===== src/hdl/uart_proto_pkg.sv =====
package uart_proto_pkg;

  localparam int word_len   = 8;             // data bits per frame.
  localparam int cell_ticks = 16;            // oversampling ticks per bit cell.
  localparam int half_cell  = cell_ticks / 2;

  localparam logic start_lvl = 1'b0;
  localparam logic stop_lvl  = 1'b1;         // also the idle level of the line.

  typedef enum logic [2:0] {
    x_idle,
    x_start,
    x_data,
    x_stop
  } xmit_state_t;

  typedef enum logic [2:0] {
    r_idle,
    r_start,
    r_data,
    r_stop
  } recv_state_t;

endpackage


===== src/hdl/uart_apb_pkg.sv =====
package uart_apb_pkg;

  // byte offsets within the register window.
  localparam logic [3:0] addr_txdata   = 4'h0;  // write only.
  localparam logic [3:0] addr_rxdata   = 4'h4;  // read only.
  localparam logic [3:0] addr_status   = 4'h8;
  localparam logic [3:0] addr_baud_div = 4'hC;

  // bit positions in the status word.
  localparam int st_tx_busy    = 0;
  localparam int st_rx_valid   = 1;
  localparam int st_rx_overrun = 2;
  localparam int st_frame_err  = 3;             // write 1 to clear.

  localparam logic [15:0] baud_div_rst = 16'd16;

endpackage


===== src/hdl/uart_baud_gen.sv =====
`timescale 1ns/1ns

module uart_baud_gen #(
  parameter int div_width = 16
) (
  input  logic                 sys_clk,
  input  logic                 sys_rst_l,
  input  logic [div_width-1:0] baud_div,
  output logic                 tick
);

  logic [div_width-1:0] cnt;
  logic [div_width-1:0] reload;

  // a divisor of zero behaves like one.
  assign reload = (baud_div == '0) ? '0 : baud_div - 1'b1;

  always_ff @(posedge sys_clk) begin
    if (!sys_rst_l) begin
      cnt <= '0;
    end else if (cnt == '0) begin
      cnt <= reload;
    end else begin
      cnt <= cnt - 1'b1;
    end
  end

  assign tick = (cnt == '0);

endmodule


===== src/hdl/uart_xmit.sv =====
`timescale 1ns/1ns

module uart_xmit import uart_proto_pkg::*; (
  input  logic       sys_clk,
  input  logic       sys_rst_l,
  input  logic       tick,
  input  logic       xmit,
  input  logic [7:0] xmit_data,
  output logic       txd,
  output logic       xmit_done
);

  localparam logic [3:0] cell_last = 4'(cell_ticks - 1);
  localparam logic [3:0] bit_last  = 4'(word_len - 1);

  xmit_state_t state;
  logic [3:0]  cell_cnt;
  logic [3:0]  bit_cnt;
  logic [7:0]  shift_reg;
  logic        cell_end;
  logic        shift_en;
  logic        line_lvl;

  assign cell_end = tick && (cell_cnt == cell_last);
  assign shift_en = (state == x_data) && cell_end;

  // line select.
  always_comb begin
    case (state)
      x_start: line_lvl = start_lvl;
      x_data:  line_lvl = shift_reg[0];
      default: line_lvl = stop_lvl;
    endcase
  end

  always_ff @(posedge sys_clk) begin
    if (!sys_rst_l) begin
      state     <= x_idle;
      cell_cnt  <= '0;
      bit_cnt   <= '0;
      xmit_done <= 1'b1;
      txd       <= stop_lvl;
    end else begin
      txd <= line_lvl;
      case (state)
        x_idle: begin
          if (xmit) begin
            xmit_done <= 1'b0;
          end else if (!xmit_done && tick) begin  // frame starts on the first tick.
            state    <= x_start;
            cell_cnt <= '0;
          end
        end
        x_start: begin
          if (cell_end) begin
            state    <= x_data;
            cell_cnt <= '0;
            bit_cnt  <= '0;
          end else if (tick) begin
            cell_cnt <= cell_cnt + 1'b1;
          end
        end
        x_data: begin
          if (cell_end) begin
            cell_cnt <= '0;
            if (bit_cnt == bit_last) begin
              state <= x_stop;
            end else begin
              bit_cnt <= bit_cnt + 1'b1;
            end
          end else if (tick) begin
            cell_cnt <= cell_cnt + 1'b1;
          end
        end
        x_stop: begin
          if (cell_end) begin
            state     <= x_idle;
            xmit_done <= 1'b1;
          end else if (tick) begin
            cell_cnt <= cell_cnt + 1'b1;
          end
        end
        default: state <= x_idle;
      endcase
    end
  end

  always_ff @(posedge sys_clk) begin
    if (state == x_idle && xmit) begin
      shift_reg <= xmit_data;
    end else if (shift_en) begin
      shift_reg <= {stop_lvl, shift_reg[7:1]};  // lsb goes out first.
    end
  end

endmodule


===== src/hdl/uart_recv.sv =====
`timescale 1ns/1ns

module uart_recv import uart_proto_pkg::*; (
  input  logic       sys_clk,
  input  logic       sys_rst_l,
  input  logic       tick,
  input  logic       rxd,
  output logic       recv_valid,
  output logic [7:0] recv_data,
  output logic       frame_err
);

  localparam logic [3:0] cell_last = 4'(cell_ticks - 1);
  localparam logic [3:0] half_last = 4'(half_cell - 1);
  localparam logic [3:0] bit_last  = 4'(word_len - 1);

  recv_state_t state;
  logic        rxd_meta;
  logic        rxd_sync;
  logic [3:0]  cell_cnt;
  logic [3:0]  bit_cnt;
  logic        cell_end;
  logic        shift_en;

  always_ff @(posedge sys_clk) begin
    if (!sys_rst_l) begin
      rxd_meta <= stop_lvl;
      rxd_sync <= stop_lvl;
    end else begin
      rxd_meta <= rxd;
      rxd_sync <= rxd_meta;
    end
  end

  assign cell_end = tick && (cell_cnt == cell_last);
  assign shift_en = (state == r_data) && cell_end;

  always_ff @(posedge sys_clk) begin
    if (!sys_rst_l) begin
      state      <= r_idle;
      cell_cnt   <= '0;
      bit_cnt    <= '0;
      recv_valid <= 1'b0;
      frame_err  <= 1'b0;
    end else begin
      recv_valid <= 1'b0;
      case (state)
        r_idle: begin
          if (tick && rxd_sync == start_lvl) begin
            state    <= r_start;
            cell_cnt <= '0;
          end
        end
        r_start: begin
          if (tick && cell_cnt == half_last) begin  // middle of the start cell.
            cell_cnt <= '0;
            bit_cnt  <= '0;
            state    <= (rxd_sync == start_lvl) ? r_data : r_idle;
          end else if (tick) begin
            cell_cnt <= cell_cnt + 1'b1;
          end
        end
        r_data: begin
          if (cell_end) begin
            cell_cnt <= '0;
            if (bit_cnt == bit_last) begin
              state <= r_stop;
            end else begin
              bit_cnt <= bit_cnt + 1'b1;
            end
          end else if (tick) begin
            cell_cnt <= cell_cnt + 1'b1;
          end
        end
        r_stop: begin
          if (cell_end) begin
            state      <= r_idle;
            recv_valid <= 1'b1;
            frame_err  <= (rxd_sync != stop_lvl);
          end else if (tick) begin
            cell_cnt <= cell_cnt + 1'b1;
          end
        end
        default: state <= r_idle;
      endcase
    end
  end

  always_ff @(posedge sys_clk) begin
    if (shift_en) begin
      recv_data <= {rxd_sync, recv_data[7:1]};  // lsb arrives first.
    end
  end

endmodule


===== src/hdl/uart_apb_regs.sv =====
`timescale 1ns/1ns

module uart_apb_regs import uart_apb_pkg::*; #(
  parameter int div_width = 16
) (
  input  logic                 sys_clk,
  input  logic                 sys_rst_l,
  input  logic                 psel,
  input  logic                 penable,
  input  logic                 pwrite,
  input  logic [3:0]           paddr,
  input  logic [31:0]          pwdata,
  output logic [31:0]          prdata,
  output logic                 pslverr,
  input  logic                 xmit_done,
  output logic                 xmit,
  output logic [7:0]           xmit_data,
  input  logic                 recv_valid,
  input  logic [7:0]           recv_data,
  input  logic                 frame_err,
  output logic [div_width-1:0] baud_div
);

  logic        access;
  logic        wr;
  logic        rd_rx;
  logic        mapped;
  logic        tx_busy;
  logic        tx_accept;
  logic [7:0]  rx_byte;
  logic        rx_valid;
  logic        rx_overrun;
  logic        frame_err_q;
  logic [31:0] status;

  assign access = psel && penable;
  assign wr     = access && pwrite;
  assign rd_rx  = access && !pwrite && (paddr == addr_rxdata);
  assign mapped = (paddr == addr_txdata) || (paddr == addr_rxdata) ||
                  (paddr == addr_status) || (paddr == addr_baud_div);

  assign tx_busy   = !xmit_done || xmit;  // busy from the strobe on.
  assign tx_accept = wr && (paddr == addr_txdata) && !tx_busy;
  assign pslverr   = access && (!mapped || (pwrite && paddr == addr_txdata && tx_busy));

  always_ff @(posedge sys_clk) begin
    if (!sys_rst_l) begin
      xmit        <= 1'b0;
      rx_valid    <= 1'b0;
      rx_overrun  <= 1'b0;
      frame_err_q <= 1'b0;
      baud_div    <= div_width'(baud_div_rst);
    end else begin
      xmit <= tx_accept;
      if (wr && paddr == addr_baud_div) begin
        baud_div <= pwdata[div_width-1:0];
      end
      if (rd_rx) begin
        rx_valid   <= 1'b0;
        rx_overrun <= 1'b0;
      end
      if (recv_valid) begin
        if (rx_valid && !rd_rx) begin
          rx_overrun <= 1'b1;  // old byte is kept.
        end else begin
          rx_valid <= 1'b1;
        end
      end
      if (recv_valid && frame_err) begin
        frame_err_q <= 1'b1;
      end else if (wr && paddr == addr_status && pwdata[st_frame_err]) begin
        frame_err_q <= 1'b0;
      end
    end
  end

  always_ff @(posedge sys_clk) begin
    if (tx_accept) begin
      xmit_data <= pwdata[7:0];
    end
    if (recv_valid && !(rx_valid && !rd_rx)) begin
      rx_byte <= recv_data;
    end
  end

  always_comb begin
    status                = '0;
    status[st_tx_busy]    = tx_busy;
    status[st_rx_valid]   = rx_valid;
    status[st_rx_overrun] = rx_overrun;
    status[st_frame_err]  = frame_err_q;
  end

  always_comb begin
    case (paddr)
      addr_rxdata:   prdata = {24'h0, rx_byte};
      addr_status:   prdata = status;
      addr_baud_div: prdata = 32'(baud_div);
      default:       prdata = '0;  // txdata reads back as zero.
    endcase
  end

endmodule


===== src/hdl/uart_apb_top.sv =====
`timescale 1ns/1ns

module uart_apb_top #(
  parameter int div_width = 16
) (
  input  logic        sys_clk,
  input  logic        sys_rst_l,
  input  logic        psel,
  input  logic        penable,
  input  logic        pwrite,
  input  logic [3:0]  paddr,
  input  logic [31:0] pwdata,
  output logic [31:0] prdata,
  output logic        pready,
  output logic        pslverr,
  output logic        txd,
  input  logic        rxd
);

  logic [div_width-1:0] baud_div;
  logic                 tick;
  logic                 xmit;
  logic [7:0]           xmit_data;
  logic                 xmit_done;
  logic                 recv_valid;
  logic [7:0]           recv_data;
  logic                 frame_err;

  assign pready = 1'b1;  // no wait states.

  uart_apb_regs #(
    .div_width (div_width)
  ) uart_apb_regs_inst (
    .sys_clk    (sys_clk),
    .sys_rst_l  (sys_rst_l),
    .psel       (psel),
    .penable    (penable),
    .pwrite     (pwrite),
    .paddr      (paddr),
    .pwdata     (pwdata),
    .prdata     (prdata),
    .pslverr    (pslverr),
    .xmit_done  (xmit_done),
    .xmit       (xmit),
    .xmit_data  (xmit_data),
    .recv_valid (recv_valid),
    .recv_data  (recv_data),
    .frame_err  (frame_err),
    .baud_div   (baud_div)
  );

  uart_baud_gen #(
    .div_width (div_width)
  ) uart_baud_gen_inst (
    .sys_clk   (sys_clk),
    .sys_rst_l (sys_rst_l),
    .baud_div  (baud_div),
    .tick      (tick)
  );

  uart_xmit uart_xmit_inst (
    .sys_clk   (sys_clk),
    .sys_rst_l (sys_rst_l),
    .tick      (tick),
    .xmit      (xmit),
    .xmit_data (xmit_data),
    .txd       (txd),
    .xmit_done (xmit_done)
  );

  uart_recv uart_recv_inst (
    .sys_clk    (sys_clk),
    .sys_rst_l  (sys_rst_l),
    .tick       (tick),
    .rxd        (rxd),
    .recv_valid (recv_valid),
    .recv_data  (recv_data),
    .frame_err  (frame_err)
  );

endmodule


===== config.mk =====
export PLATFORM = sky130hd
export DESIGN_NAME = uart_apb_top
export DESIGN_NICKNAME = d
export VERILOG_FILES = /design/src/hdl/uart_proto_pkg.sv /design/src/hdl/uart_apb_pkg.sv /design/src/hdl/uart_baud_gen.sv /design/src/hdl/uart_xmit.sv /design/src/hdl/uart_recv.sv /design/src/hdl/uart_apb_regs.sv /design/src/hdl/uart_apb_top.sv
export SDC_FILE = /design/constraint.sdc
export NUM_CORES = 1
export LEC_CHECK = 0
export BUFFER_PORTS_ARGS = -buffer_cell sky130_fd_sc_hd__buf_2
export CAP_MARGIN = 15
export CORE_MARGIN = 2
export CORE_UTILIZATION = 55
export CTS_CLUSTER_DIAMETER = 120
export DETAILED_ROUTE_END_ITERATION = 12
export GPL_ROUTABILITY_DRIVEN = 0
export PLACE_DENSITY = 0.8
export SYNTH_ARGS = -nofsm -noshare
export SYNTH_HDL_FRONTEND = slang
export SYNTH_HIERARCHICAL = 1
export SYNTH_SLANG_ARGS = --single-unit

===== constraint.sdc =====
create_clock -name sys_clk -period 3.6 [get_ports sys_clk]
set_input_delay 0.18 -clock sys_clk [delete_from_list [all_inputs] [get_ports sys_clk]]
set_output_delay 0.18 -clock sys_clk [all_outputs]
set_load 0.05 [all_outputs]

==> out/results.txt <==
vias -> 3869
Die Span Y -> 99.99 um
Hold Startpoint -> pwdata[2]
setup TNS -> 0 ps
initial core utilization -> 55.63%
clock sink count -> 94
Cells after Synth -> 511
largest net degree at the start of global routing -> 43
count of input and output buffers -> 43
area grow syn2layout -> 7.753%
vias per inst -> 5.809
launching point of the worst reg2reg path -> uart_baud_gen_inst/cnt[2]$_SDFF_PN0_
antenna violations before repair -> 0
count of cell types in the netlist -> 75
M1 WL -> 4.557 mm
maximum clock frequency -> 337.5 MHz
DR WL/cell -> 15.92 um
register bit total from synthesis -> 94
Detailed Route WL -> 10.60 mm
dpl hpwl -> 7.539 mm
CP arrival -> 3220 ps
Slew headroom -> 32.22%
crit-path max FO -> 13
max incr delay on CP -> 510 ps
Max Cap Viol -> 0
P per Cell Area -> 495.4 mW/mm^2
Max IR drop VDD -> 0.3182 mV
Worst Setup Start Kind -> flip-flop
post_cts resized -> 0
TritonCTS clock tree -> yes
H-tree depth -> 3
Largest delay share family, worst path -> simple AND/OR/NAND/NOR gates
most frequent cells in the layout -> dfxtp_1 (62), nand2_1 (60), buf_2 (43), nor2_1 (41), edfxtp_1 (32)
critical path, cell by cell -> nor4_1, and4b_1, and2_1, nand4_2, a22oi_2, a21oi_1, a41o_1
worst path bufs/invs -> 0
FFs w/ async S/R, synth -> 0%
top sig layer -> met4
final hold vios -> 0
row count -> 35
unrepaired setup endpoints after global routing -> false
Hold WC Path Type -> in2reg
clk_skew -> 9.205 ps
clk_lat worst skew -> 360 ps
postcts setup bufs -> 0
Crit-path slowest cell -> nor4_1
period utilization -> 82.30%
Reg clk slew, reported paths -> 90 ps
run status -> finished clean
Routed Antenna Nets -> 0
I/O Pins -> 77
number of diodes -> 0
Final min period -> 2963 ps
first-pass iteration count of the detailed router -> 5
Clock Root Buffer -> clkbuf_8
dpl cells -> 647
most common cell after layout, fill and taps aside -> dfxtp_1
worst setup path startpoint -> uart_baud_gen_inst/cnt[2]$_SDFF_PN0_
Die Wd -> 99.99 um
cell area after synthesis -> 0.005067 mm^2
Final Setup Violations -> 0
Post-route DRC -> 0
layout cell share with drive strength beyond 1 -> 17.66%
crit end category -> flip-flop
Seq/Total Area, Yosys -> 43.46%
number of global-route vias before repair -> 3744
Starting DRT DRC Count -> 372
crit path kind -> reg2reg
Fill cells -> 758
met3 wire len -> 591 um
GRT Util Overall -> 22.22%
grt total ovfl -> 0
Max Buffers Root-to-Sink -> 2
Req. time, crit path -> 3850 ps
Post-Layout Cell Count -> 666
Avg Cell Area, Syn -> 9.917 um^2
first-pass GRT wire length -> 17.55 mm
met2 WL -> 5.295 mm
Yosys warnings -> 6
Num CTS Buffers -> 9
Die ar. -> 0.009997 mm^2
nets@finish -> 604
EDFF count, synth -> 32
Main synth FF type -> dfxtp_1
Tightest Pin Transition -> 1012 ps
Slew Viols, Final -> 0
Core Area -> 0.009109 mm^2
Leak Pwr -> 2.069 nW
biggest regs -> uart_apb_regs_inst/baud_div: 16 flops, uart_baud_gen_inst/cnt: 16 flops
[cells in the mapped netlist (5+ instances only)]
cell type / n / area [um^2]
dfxtp_1: 62 / 1241
nand2_1: 60 / 225.2
nor2_1: 41 / 153.9
edfxtp_1: 32 / 960.9
mux2i_1: 23 / 230.2
a21oi_1: 18 / 90.09
buf_4: 18 / 135.1
xnor2_1: 18 / 157.7
inv_1: 14 / 52.55
nand3_1: 13 / 65.06
o21ai_0: 12 / 60.06
and2_1: 11 / 68.82
ha_1: 11 / 137.6
mux2_2: 11 / 123.9
nand2b_1: 8 / 50.05
nor3_1: 8 / 40.04
nor4_1: 8 / 50.05
o21a_1: 8 / 60.06
o22a_1: 8 / 70.07
buf_2: 7 / 35.03
xor2_1: 7 / 61.31
a22oi_1: 6 / 45.04
o211ai_1: 6 / 45.04
clkbuf_1: 5 / 18.77
nor2b_1: 5 / 31.28
or4_1: 5 / 37.54
[per-stage QoR]
step                utilization (%)  power, W  hold slack, ps  cell area [um^2]  setup WS (ps)
floorplan                         -  0.001900           253.0              5124          752.1
global placement              57.38  0.001998           362.9              5226          730.2
detailed placement            57.38  0.002015           364.8              5226          666.8
CTS                           59.62  0.002718           1.439              5430          663.5
global route                  59.95  0.002868           5.308              5460          458.7
finish                        59.95  0.002705           20.51              5460          637.2
[metal layers]
layer | vias up | GRT usage (%)
met5 | - | 0
met4 | 0 | 7.165
met3 | 18 | 4.666
met2 | 125 | 37.89
met1 | 1848 | 28.36
li1 | 1878 | -
[report_power, final]
| group | internal [W] | switching (W) |
|---|---|---|
| combinational | 0.000336 | 0.000443 |
| clock | 0.000322 | 0.000377 |
| sequential | 0.00116 | 0.0000656 |
| total | 0.00182 | 0.000886 |
[path summary, 6_finish.rpt]
path	to	slack, ps	cells past startpoint
worst max-delay path	uart_xmit_inst/state[0]$_SDFFE_PN0P_	640	7
worst max register to register	uart_xmit_inst/state[0]$_SDFFE_PN0P_	640	7
worst min register to register	uart_recv_inst/rxd_sync$_SDFF_PN1_	420	1
worst min-delay path	uart_apb_regs_inst/xmit_data[2]$_DFFE_PP_	20	1
[layout make-up]
type / instances / area [um^2] / share of cell area [%]
multi-input cells: 379 / 2572 / 47.11
inverters: 14 / 52.55 / 0.9624
well taps: 111 / 138.9 / 2.544
repair buffers: 53 / 300.3 / 5.500
clock buffers: 9 / 123.9 / 2.269
flip-flops and latches: 94 / 2202 / 40.33
clock inverters: 6 / 70.07 / 1.283
[timing repair]
action / CTS / global route
endpoints found under the setup margin: 0 / 0
hold buffers: 1 / 3
endpoints found under the hold margin: 1 / 3
[worst reg2reg max path: stages, from the launching register on]
cell	delay [ps]
dfxtp_1	370
nor4_1	520
and4b_1	420
and2_1	500
nand4_2	390
a22oi_2	360
a21oi_1	110
a41o_1	210
[cell families (layout without fill, tap and decap cells)]
group,Yosys count,count (layout),synth area share [%]
and+or+nand+nor,202,202,22.10
DFF,94,94,43.46
AOI/OAI and AO/OA,90,90,13.38
buffers and inverters,53,82,6.889
muxes,34,34,6.988
xor gates and xnor gates,25,25,4.321
adders and majority gates,11,11,2.716
other,2,17,0.1482
(Power assumes the default switching activity.)
